$ cat src/hw/ifetch_pkg.sv
`default_nettype none

package ifetch_pkg;

  // address split for a 16M byte instruction space
  localparam int XLEN             = 32;
  localparam int CACHE_LEN        = 7;
  localparam int LINE_LEN         = 4;
  localparam int LINE_BITS        = 3;
  localparam int UNUSED_ADDR_BITS = 8;
  localparam int TAG_WIDTH        = 18;

  // byte address of the interrupt and trap vector table
  localparam logic [XLEN-1:0] VTABLE_BASE = 32'h0000_0400;

  // master to slave, adr is a word address
  typedef struct packed {
    logic            cyc;
    logic            stb;
    logic [XLEN-3:0] adr;
    logic [3:0]      sel;
  } wb_req_t;

  // slave to master
  typedef struct packed {
    logic            ack;
    logic [XLEN-1:0] dat;
  } wb_rsp_t;

  typedef enum logic [1:0] {FILL_IDLE, FILL_ARB, FILL_READ, FILL_DONE} fill_state_e;

  typedef enum logic [1:0] {VEC_IDLE, VEC_ARB, VEC_READ, VEC_DONE} vec_state_e;

  typedef enum logic [1:0] {OWNER_NONE, OWNER_FILL, OWNER_VEC} bus_owner_e;

endpackage

`default_nettype wire

$ cat src/hw/bram_dual.sv
`timescale 1ns/1ps
`default_nettype none

module bram_dual #(
  parameter int addr_width_p = 7,
  parameter int data_width_p = 32
) (
  input  logic                    clk_i,
  input  logic                    write_i,
  input  logic [addr_width_p-1:0] waddr_i,
  input  logic [data_width_p-1:0] data_i,
  input  logic [addr_width_p-1:0] raddr_i,
  output logic [data_width_p-1:0] data_o
);

  logic [data_width_p-1:0] mem [2**addr_width_p];

  always_ff @(posedge clk_i) begin
    if (write_i) begin
      mem[waddr_i] <= data_i;
    end
  end

  // registered read, one cycle latency
  always_ff @(posedge clk_i) begin
    data_o <= mem[raddr_i];
  end

endmodule

`default_nettype wire

$ cat src/hw/instruction_cache.sv
`timescale 1ns/1ps
`default_nettype none

module instruction_cache (
  input  logic                        clk_i,
  input  logic                        reset_i,
  input  logic                        fetch_i,
  input  logic [ifetch_pkg::XLEN-1:0] addr_i,
  output logic                        busy_o,
  output logic [ifetch_pkg::XLEN-1:0] instr_o,
  output logic                        instr_valid_o,
  output logic                        req_o,
  input  logic                        grant_i,
  output ifetch_pkg::wb_req_t         wb_o,
  input  ifetch_pkg::wb_rsp_t         wb_i
);

  import ifetch_pkg::*;

  fill_state_e              fill_state;
  logic [TAG_WIDTH-1:0]     tags [2**LINE_BITS];
  logic [2**LINE_BITS-1:0]  tag_valid;
  logic [2**LINE_BITS-1:0]  tag_match;
  logic [LINE_BITS-1:0]     hit_line;
  logic [LINE_BITS-1:0]     repl_ptr;
  logic                     hit;
  logic [TAG_WIDTH-1:0]     addr_tag;
  logic [TAG_WIDTH-1:0]     fill_tag;
  logic [LINE_LEN-1:0]      word_idx;
  logic                     ram_write;

  assign addr_tag = addr_i[XLEN-1-UNUSED_ADDR_BITS -: TAG_WIDTH];

  // parallel tag compare over all lines
  always_comb begin
    tag_match = '0;
    hit_line  = '0;
    for (int i = 0; i < 2**LINE_BITS; i++) begin
      tag_match[i] = tag_valid[i] && (tags[i] == addr_tag);
      if (tag_match[i]) begin
        hit_line = LINE_BITS'(i);
      end
    end
  end

  assign hit = |tag_match;

  assign busy_o    = (fill_state != FILL_IDLE);
  assign req_o     = (fill_state == FILL_ARB) || (fill_state == FILL_READ);
  assign ram_write = (fill_state == FILL_READ) && wb_i.ack;

  // stb stays high across the whole line, adr steps on each ack
  assign wb_o = '{
    cyc: (fill_state == FILL_READ),
    stb: (fill_state == FILL_READ),
    adr: {{UNUSED_ADDR_BITS{1'b0}}, fill_tag, word_idx},
    sel: 4'hF
  };

  bram_dual #(
    .addr_width_p(CACHE_LEN),
    .data_width_p(XLEN)
  ) data_ram (
    .clk_i  (clk_i),
    .write_i(ram_write),
    .waddr_i({repl_ptr, word_idx}),
    .data_i (wb_i.dat),
    .raddr_i({hit_line, addr_i[LINE_LEN+1:2]}),
    .data_o (instr_o)
  );

  always_ff @(posedge clk_i) begin
    if (reset_i) begin
      fill_state    <= FILL_IDLE;
      tag_valid     <= '0;
      repl_ptr      <= '0;
      word_idx      <= '0;
      instr_valid_o <= 1'b0;
    end else begin
      // data_o follows the read issued at this edge
      instr_valid_o <= fetch_i && hit && (fill_state == FILL_IDLE);
      case (fill_state)
        FILL_IDLE: begin
          if (fetch_i && !hit) begin
            // victim line is invalid while it is being refilled
            tag_valid[repl_ptr] <= 1'b0;
            word_idx            <= '0;
            fill_state          <= FILL_ARB;
          end
        end
        FILL_ARB: begin
          if (grant_i) begin
            fill_state <= FILL_READ;
          end
        end
        FILL_READ: begin
          if (wb_i.ack) begin
            word_idx <= word_idx + 1'b1;
            if (word_idx == '1) begin
              fill_state <= FILL_DONE;
            end
          end
        end
        FILL_DONE: begin
          tag_valid[repl_ptr] <= 1'b1;
          repl_ptr            <= repl_ptr + 1'b1;
          fill_state          <= FILL_IDLE;
        end
        default: fill_state <= FILL_IDLE;
      endcase
    end
  end

  // tag payload, qualified by tag_valid
  always_ff @(posedge clk_i) begin
    if (fill_state == FILL_IDLE && fetch_i && !hit) begin
      fill_tag <= addr_tag;
    end
    if (fill_state == FILL_DONE) begin
      tags[repl_ptr] <= fill_tag;
    end
  end

  assert property (@(posedge clk_i) disable iff (reset_i)
    fetch_i |-> addr_i[1:0] == 2'b00)
    else $error("misaligned fetch address %h", addr_i);

  // the arbiter grant must cover every strobe we drive
  assert property (@(posedge clk_i) disable iff (reset_i)
    wb_o.stb |-> grant_i)
    else $error("fill strobe without bus grant");

  assert property (@(posedge clk_i) disable iff (reset_i)
    $onehot0(tag_match))
    else $error("multiple tags match %h", addr_tag);

endmodule

`default_nettype wire

$ cat src/hw/vector_fetch.sv
`timescale 1ns/1ps
`default_nettype none

module vector_fetch (
  input  logic                        clk_i,
  input  logic                        reset_i,
  input  logic                        vector_req_i,
  input  logic [ifetch_pkg::XLEN-1:0] vector_offset_i,
  output logic                        vector_busy_o,
  output logic [ifetch_pkg::XLEN-1:0] vector_pc_o,
  output logic                        vector_valid_o,
  output logic                        req_o,
  input  logic                        grant_i,
  output ifetch_pkg::wb_req_t         wb_o,
  input  ifetch_pkg::wb_rsp_t         wb_i
);

  import ifetch_pkg::*;

  vec_state_e       vec_state;
  logic [XLEN-1:0]  vec_byte_addr;
  logic [XLEN-3:0]  vec_adr;

  // table entry address in bytes
  assign vec_byte_addr = VTABLE_BASE + vector_offset_i;

  assign req_o          = (vec_state == VEC_ARB) || (vec_state == VEC_READ);
  assign vector_busy_o  = req_o;
  assign vector_valid_o = (vec_state == VEC_DONE);

  assign wb_o = '{
    cyc: (vec_state == VEC_READ),
    stb: (vec_state == VEC_READ),
    adr: vec_adr,
    sel: 4'hF
  };

  always_ff @(posedge clk_i) begin
    if (reset_i) begin
      vec_state <= VEC_IDLE;
    end else begin
      case (vec_state)
        // a new request may follow the valid pulse directly
        VEC_IDLE, VEC_DONE: begin
          if (vector_req_i) begin
            vec_adr   <= vec_byte_addr[XLEN-1:2];
            vec_state <= VEC_ARB;
          end else begin
            vec_state <= VEC_IDLE;
          end
        end
        VEC_ARB: begin
          if (grant_i) begin
            vec_state <= VEC_READ;
          end
        end
        VEC_READ: begin
          if (wb_i.ack) begin
            vector_pc_o <= wb_i.dat;
            vec_state   <= VEC_DONE;
          end
        end
        default: vec_state <= VEC_IDLE;
      endcase
    end
  end

  assert property (@(posedge clk_i) disable iff (reset_i)
    vector_req_i |-> !vector_busy_o)
    else $error("vector request while a lookup is in progress");

endmodule

`default_nettype wire

$ cat src/hw/bus_arbiter.sv
`timescale 1ns/1ps
`default_nettype none

module bus_arbiter (
  input  logic                clk_i,
  input  logic                reset_i,
  input  logic                fill_req_i,
  input  logic                vec_req_i,
  output logic                fill_grant_o,
  output logic                vec_grant_o,
  input  ifetch_pkg::wb_req_t fill_wb_i,
  input  ifetch_pkg::wb_req_t vec_wb_i,
  output ifetch_pkg::wb_rsp_t fill_wb_o,
  output ifetch_pkg::wb_rsp_t vec_wb_o,
  output ifetch_pkg::wb_req_t wb_o,
  input  ifetch_pkg::wb_rsp_t wb_i
);

  import ifetch_pkg::*;

  bus_owner_e owner;

  // owner locks until its requester lets go, vector wins a tie
  always_ff @(posedge clk_i) begin
    if (reset_i) begin
      owner <= OWNER_NONE;
    end else begin
      case (owner)
        OWNER_NONE: begin
          if (vec_req_i) begin
            owner <= OWNER_VEC;
          end else if (fill_req_i) begin
            owner <= OWNER_FILL;
          end
        end
        OWNER_FILL: if (!fill_req_i) owner <= OWNER_NONE;
        OWNER_VEC:  if (!vec_req_i) owner <= OWNER_NONE;
        default:    owner <= OWNER_NONE;
      endcase
    end
  end

  assign fill_grant_o = (owner == OWNER_FILL);
  assign vec_grant_o  = (owner == OWNER_VEC);

  // idle bus keeps cyc and stb low
  always_comb begin
    wb_o      = '0;
    fill_wb_o = '0;
    vec_wb_o  = '0;
    case (owner)
      OWNER_FILL: begin
        wb_o      = fill_wb_i;
        fill_wb_o = wb_i;
      end
      OWNER_VEC: begin
        wb_o     = vec_wb_i;
        vec_wb_o = wb_i;
      end
      default: ;
    endcase
  end

  // the owner lets go of the bus only between transfers
  assert property (@(posedge clk_i) disable iff (reset_i)
    ((fill_grant_o && !fill_req_i) || (vec_grant_o && !vec_req_i)) |-> !wb_o.cyc)
    else $error("bus released with a cycle in flight");

endmodule

`default_nettype wire

$ cat src/hw/ifetch_top.sv
`timescale 1ns/1ps
`default_nettype none

module ifetch_top (
  input  logic                        clk_i,
  input  logic                        reset_i,
  input  logic                        fetch_i,
  input  logic [ifetch_pkg::XLEN-1:0] addr_i,
  output logic                        busy_o,
  output logic [ifetch_pkg::XLEN-1:0] instr_o,
  output logic                        instr_valid_o,
  input  logic                        vector_req_i,
  input  logic [ifetch_pkg::XLEN-1:0] vector_offset_i,
  output logic                        vector_busy_o,
  output logic [ifetch_pkg::XLEN-1:0] vector_pc_o,
  output logic                        vector_valid_o,
  output ifetch_pkg::wb_req_t         wb_o,
  input  ifetch_pkg::wb_rsp_t         wb_i
);

  import ifetch_pkg::*;

  logic    fill_req;
  logic    fill_grant;
  logic    vec_req;
  logic    vec_grant;
  wb_req_t fill_wb_req;
  wb_rsp_t fill_wb_rsp;
  wb_req_t vec_wb_req;
  wb_rsp_t vec_wb_rsp;

  instruction_cache icache (
    .clk_i        (clk_i),
    .reset_i      (reset_i),
    .fetch_i      (fetch_i),
    .addr_i       (addr_i),
    .busy_o       (busy_o),
    .instr_o      (instr_o),
    .instr_valid_o(instr_valid_o),
    .req_o        (fill_req),
    .grant_i      (fill_grant),
    .wb_o         (fill_wb_req),
    .wb_i         (fill_wb_rsp)
  );

  vector_fetch vfetch (
    .clk_i          (clk_i),
    .reset_i        (reset_i),
    .vector_req_i   (vector_req_i),
    .vector_offset_i(vector_offset_i),
    .vector_busy_o  (vector_busy_o),
    .vector_pc_o    (vector_pc_o),
    .vector_valid_o (vector_valid_o),
    .req_o          (vec_req),
    .grant_i        (vec_grant),
    .wb_o           (vec_wb_req),
    .wb_i           (vec_wb_rsp)
  );

  // single master port shared by fill and vector engines
  bus_arbiter arbiter (
    .clk_i       (clk_i),
    .reset_i     (reset_i),
    .fill_req_i  (fill_req),
    .vec_req_i   (vec_req),
    .fill_grant_o(fill_grant),
    .vec_grant_o (vec_grant),
    .fill_wb_i   (fill_wb_req),
    .vec_wb_i    (vec_wb_req),
    .fill_wb_o   (fill_wb_rsp),
    .vec_wb_o    (vec_wb_rsp),
    .wb_o        (wb_o),
    .wb_i        (wb_i)
  );

endmodule

`default_nettype wire

$ cat config.mk
export PLATFORM = sky130hd
export DESIGN_NAME = ifetch_top
export DESIGN_NICKNAME = d
export VERILOG_FILES = /design/src/hw/ifetch_pkg.sv /design/src/hw/bram_dual.sv /design/src/hw/instruction_cache.sv /design/src/hw/vector_fetch.sv /design/src/hw/bus_arbiter.sv /design/src/hw/ifetch_top.sv
export SDC_FILE = /design/constraint.sdc
export NUM_CORES = 2
export LEC_CHECK = 0
export BUFFER_PORTS_ARGS = -buffer_cell sky130_fd_sc_hd__buf_4
export CAP_MARGIN = 0
export CORE_MARGIN = 10
export CORE_UTILIZATION = 30
export DETAILED_ROUTE_END_ITERATION = 10
export PLACE_DENSITY = 0.41
export SLEW_MARGIN = 20
export SYNTH_ARGS = -nofsm -noshare
export SYNTH_HDL_FRONTEND = slang
export SYNTH_HIERARCHICAL = 1
export SYNTH_MEMORY_MAX_BITS = 65536
export SYNTH_SLANG_ARGS = --single-unit
$ cat constraint.sdc
create_clock -name clk_i -period 4.4 [get_ports clk_i]
set_input_delay 0.66 -clock clk_i [delete_from_list [all_inputs] [get_ports clk_i]]
set_output_delay 0.66 -clock clk_i [all_outputs]
set_load 0.01 [all_outputs]
# Yosys cells after proc, flatten, opt, wreduce, memory -nomap -nowiden
# Memory sizes are Yosys's and may differ from the RTL's. A register that Yosys moved wholly into a read port is not among the register bits.
# Cells that the tools add are included.
# totals
ff_bits	102
ramBits	4240
out_inout_bits	104
wordCells	115
mem_count	2
# memory_table
memory	words	width	rd	rd_ports_with_merged_regs	write_ports	line_no	source
icache.data_ram.mem	128	32	1	1	1	bram_dual.sv:16	logic [data_width_p-1:0] mem [2**addr_width_p];
icache.tags	8	18	8	0	1	instruction_cache.sv:21	logic [TAG_WIDTH-1:0] tags [2**LINE_BITS];
# classes
add_sub_neg	3
magnitude_cmp	2
eq_ne	26
muxes	35
n_bitwise	4
n_reduce_logical	33
# op_table
cell	count
$eq A18 B18 Y1	8
$pmux W36 S2	1
$mux W33	2
$add A11 B32 Y32 const A	1
$mux W2	12
$pmux W8 S2	1
$logic_and A1 B1 Y1	15
$mux W3	4
$ne A2 B2 Y1 const B	6
$pmux W2 S3	2
$reduce_and A3 Y1	4
$eq A2 B2 Y1 const B	5
$and A8 B8 Y8	1
$mux W4	2
$mux W8	1
$not A8 Y8	1
$or A8 B8 Y8	1
$pmux W2 S4	1
$pmux W4 S2	1
$reduce_or A8 Y1	1
$mux W1	7
$eq A2 B1 Y1 const B	3
$logic_not A2 Y1	3
$reduce_bool A2 Y1	3
other kinds (14)	17

# Longest topological paths before layout
# An unclocked memory read counts as a cell.
# logic_depth
word_depth	10
mapped_depth	14
depth_no_buf	11

# Modules after synthesis
# The synthesis kept the hierarchy.
# by_module_without_submodules
module	n_inst	cells_per_inst	area_each_um2
bram_dual	1	5990	156276.1
instruction_cache	1	572	8119.0
vector_fetch	1	141	2456.1
bus_arbiter	1	172	1179.9

# Worst setup path before layout
# Ideal clock, no wire load.
# synth_timing
path_type	reg2reg
from	register arbiter.owner[1]
to	memory icache.data_ram.mem[98][0] (enable)
setup_time_ns	0.461
t_arrival_ns	4.013
required_time_ns	3.939
setup_slack_ns	-0.074
path_stages_with_launch	11
n_path_buf	3
synth_period_minus_slack_ns	4.474
cell_sequence	dfxtp_1 > inv_1 > ha_1 > buf_6 > buf_2 > and2_1 > nand2_1 > inv_1 > clkbuf_1 > nand4_1 > nor3_1
# synth_rtl
item	line_no	source
from (decl)	bus_arbiter.sv:21	bus_owner_e owner;
from (signal assigned)	bus_arbiter.sv:26	owner <= OWNER_NONE;
from (signal assigned)	bus_arbiter.sv:31	owner <= OWNER_VEC;
from (signal assigned)	bus_arbiter.sv:33	owner <= OWNER_FILL;
to (decl)	bram_dual.sv:16	

# Worst setup path after layout
# layout_timing
from	input port addr_i[20] (netlist name)
to	register icache.data_ram.data_o[26], read port of icache.data_ram.mem
# layout_between
elab_chain_len	9
elab_cells_between_ends	21
classes_between	7 x eq/ne; 7 x mux; 7 x reduce/logical
# layout_lines
item	line_no	source
from (decl)	ifetch_top.sv:8	input logic [ifetch_pkg::XLEN-1:0] addr_i,
$eq A18 B18 Y1	instruction_cache.sv:39	tag_match[i] = tag_valid[i] && (tags[i] == addr_tag);
$logic_and A1 B1 Y1	instruction_cache.sv:39	
$mux W1	instruction_cache.sv:40	if (tag_match[i]) begin
$mux W2 (2 in a row)	instruction_cache.sv:40	
$mux W3 (3 in a row)	instruction_cache.sv:40	
$mux W3 *	instruction_cache.sv:40	
named net icache.hit_line[0]	instruction_cache.sv:24	logic [LINE_BITS-1:0] hit_line;
to (decl)	bram_dual.sv:13	output logic [data_width_p-1:0] data_o
# The timed path passes the listed nets; every way through them passes the cells marked *.
# A chain may end at the register's enable or synchronous reset.

==> run metrics <==
Synth Area in XOR/XNOR=0.00874; Die W=768 µm; largest net degree at the start of global routing=129; Syn-to-layout area delta=19.5%; Initial Utilization=0.301; register area=131,000 µm²; Max Cap Viol=0; P_leak=62.4 nW; met1 track demand over resource=0.241; syn_area_per_cell=24.4 µm²; worst reg2reg startpoint=icache/tags[1][2]$_DFFE_PP_; met3 usage=0.0237; Port Buffer Count=192; Final period util=0.975; Synth area leaders=edfxtp_1 (77%), mux4_2 (18%), xnor2_1 (0.79%); mux cell area share after synthesis=0.182; fin crit period=4290 ps; gr usage total=0.193; status=completed; sequential-to-total area share from yosys stat=0.778; Layout Utilization=0.360; number of antenna violations at the first check in global routing=42; synth unique cells=62; # fillers=50,900; DP HPWL=373 mm; wire per inst=37.2 µm; Top FF cell, synth=edfxtp_1; final hold viol count=0; # Post-CTS Setup Buffers=0; share of the synthesized area in the top cell type=0.772; DR iter-0 viols=8,617; RSZ-0062 raised after global routing=no; most frequent cell after synthesis=edfxtp_1; CTS tree=done; clock skew=71.0 ps; largest family of logic cells by synthesized area=multiplexers; Die Span Y=768 µm; Post-synth EDFFs=4,320; crit end category=register; total global routing overflow=0; I/O pins=205; R2R cell count=15; Post-Synth Simple-Gate Area=0.0144; core area=557,000 µm²; clk root buf=clkbuf_16; clock latency on the worst-skew pair=1060 ps; power density cells=475 nW/µm²; worst hold path class=in2reg; vias in the first global route=82,400; Yosys warning count=6; H-tree depth=5; DR vias=79,900; Slew Viols, Final=0; CP max FO=38; ANT nets after route=0; Synth Area in Compound Gates=0.00392; layout cell share with drive strength beyond 1=0.360; Synth Area in Adders=0.00104; Non-Filler Cell Area, Final=201,000 µm²; Reg clk slew, reported paths=60 ps; Final Setup Violations=0; Num CTS Buffers=464; RD Place Congestion=0.824; Hold Slack=94.1 ps; grt met2 use=0.355; cells after synthesis=6,875; leading cell types by count after synthesis=edfxtp_1 (4,320), mux4_2 (1,344), clkbuf_1 (188), nor2_1 (154), xnor2_1 (152); hold depth=2; Seq cells post-synth=4,374; reg2reg end=icache/data_ram/data_o[29]$_DFF_P_; worst IR drop on VDD=0.336 mV; Post-synth ARST share=0; Worst EP required=5300 ps; Vias/cell=5.11; Synth area leader=edfxtp_1; hold path start=addr_i[14]; Total Neg Setup Slack=0 ps; setup slack, reg-to-reg=210 ps; first-pass GRT wire length=778 mm; Hold Path Sink=icache/fill_tag[8]$_DFFE_PP_; Die Footprint=590,000 µm²; WL final=583 mm; CP Launch Type=primary input; worst-margin pin slew=1160 ps; fmax=233 MHz; drt first pass iters=6; DR DRC count=0; Critical Path AT=5190 ps; final net count=7,914; Max clock buf depth=4; Multi-input gate area=36,600 µm²; Placed Area=185,000 µm²; Setup Crit Path Kind=in2reg; total clock sinks=4,374; Rows=274; GR peak layer=met2; mapped cell area=168,000 µm²; Max-slew headroom=0.224
cells in the final DEF (no fill, tap or decap), types with 6 or more instances in the layout:
master	instances
clkinv_1	133
nand2_1	36
and2_1	37
and2_4	32
nand4_1	62
xor2_1	12
diode_2	23
nor2_4	119
a22oi_1	38
nor2_1	29
clkbuf_1	94
inv_1	23
conb_1	16
edfxtp_1	4320
dlygate4sd3_1	76
a31oi_1	7
mux4_2	1344
nand3_2	7
nor4_1	6
mux2_2	32
clkinvlp_4	14
clkbuf_8	10
dfxtp_1	53
nand3_1	22
o2bb2ai_1	8
nor2b_1	42
nand2b_1	9
bufinv_16	40
clkinv_2	64
ha_1	12
inv_16	6
xnor2_1	151
nor2_2	6
buf_4	513
inv_6	8
clkbuf_16	471
nor3_1	12
buf_12	226
what timing repair did:
item	CTS	global route
setup endpoints to repair	15	23
endpoints found under the hold margin	73	0
hold buffers	76	0
resized for setup	2	3
how the worst max path moves through the flow:
stage | from | endpoint | slack (ps) | cells past startpoint
after floorplan | arbiter/owner[1]$_SDFFE_PP0P_ | icache/data_ram/mem[98][0]$_DFFE_PP_ | -70 | 10
after global placement | addr_i[10] | icache/data_ram/data_o[0]$_DFF_P_ | -660 | 16
after detailed placement | addr_i[7] | icache/data_ram/data_o[10]$_DFF_P_ | -490 | 16
after CTS | icache/tags[1][1]$_DFFE_PP_ | icache/data_ram/data_o[10]$_DFF_P_ | 30 | 15
after global routing | icache/tags[1][2]$_DFFE_PP_ | icache/data_ram/data_o[13]$_DFF_P_ | 40 | 16
final | addr_i[20] | icache/data_ram/data_o[26]$_DFF_P_ | 110 | 18
stage by stage:
stage,std cells,worst slack [ps],power [mW]
2_1_floorplan,6888,-74.2,53.3
3_3_place_gp,14700,-664,57.7
3_5_place_dp,14700,-491,57.9
4_1_cts,15600,30.4,96.6
5_1_grt,15600,40.5,98.4
6_report,15700,110,95.5
critical path, stage by stage:
cell and delay, ps:
dlygate4sd3_1 570, buf_4 160, buf_4 180, xnor2_1 220, nand4_1 190, nor4_1 330, buf_4 170, nand4_1 140
a21boi_1 270, buf_4 150, o21ai_0 70, nand2_1 120, nand2_4 130, buf_12 200, buf_16 270, mux4_2 400
mux4_2 470, mux2_2 270
final cells by class:
| cell class | instances | area share |
|---|---|---|
| antenna | 23 | 0.000287 |
| clock buffer | 575 | 0.0611 |
| clock inverter | 274 | 0.0124 |
| inverter | 23 | 0.000430 |
| multi-input combinational | 2115 | 0.182 |
| sequential | 4374 | 0.651 |
| tap | 7452 | 0.0464 |
| timing repair buffer | 821 | 0.0461 |
flip-flops by register name, indices dropped and copies added, names as in the netlist, 3 cells and up, named ones only:
register,cells
vfetch/vector_pc_o,32
icache/tags,144
vfetch/vec_adr,30
icache/data_ram/data_o,32
icache/repl_ptr,3
icache/data_ram/mem,4096
icache/word_idx,4
icache/fill_tag,18
report_power, final:
part / switching [mW] / internal, mW
Combinational: 5.96 / 2.48
Sequential: 0.266 / 48.1
Clock: 16.6 / 22.0
Total: 22.8 / 72.7
cell families after synthesis:
kind of cell               Yosys count
AOI/OAI and AO/OA                   83
adders and majority gates           14
muxes                             1379
DFF                               4374
other                                3
and+or+nand+nor                    457
xor gates and xnor gates           166
buffers and inverters              399
routing by layer:
metal | part of all wire | up-vias
li1 | - | 31600
met3 | 0.046 | 644
met4 | 0.027 | 0
met5 | 0 | -
met2 | 0.53 | 2460
met1 | 0.39 | 45200
(Power assumes the default switching activity.)
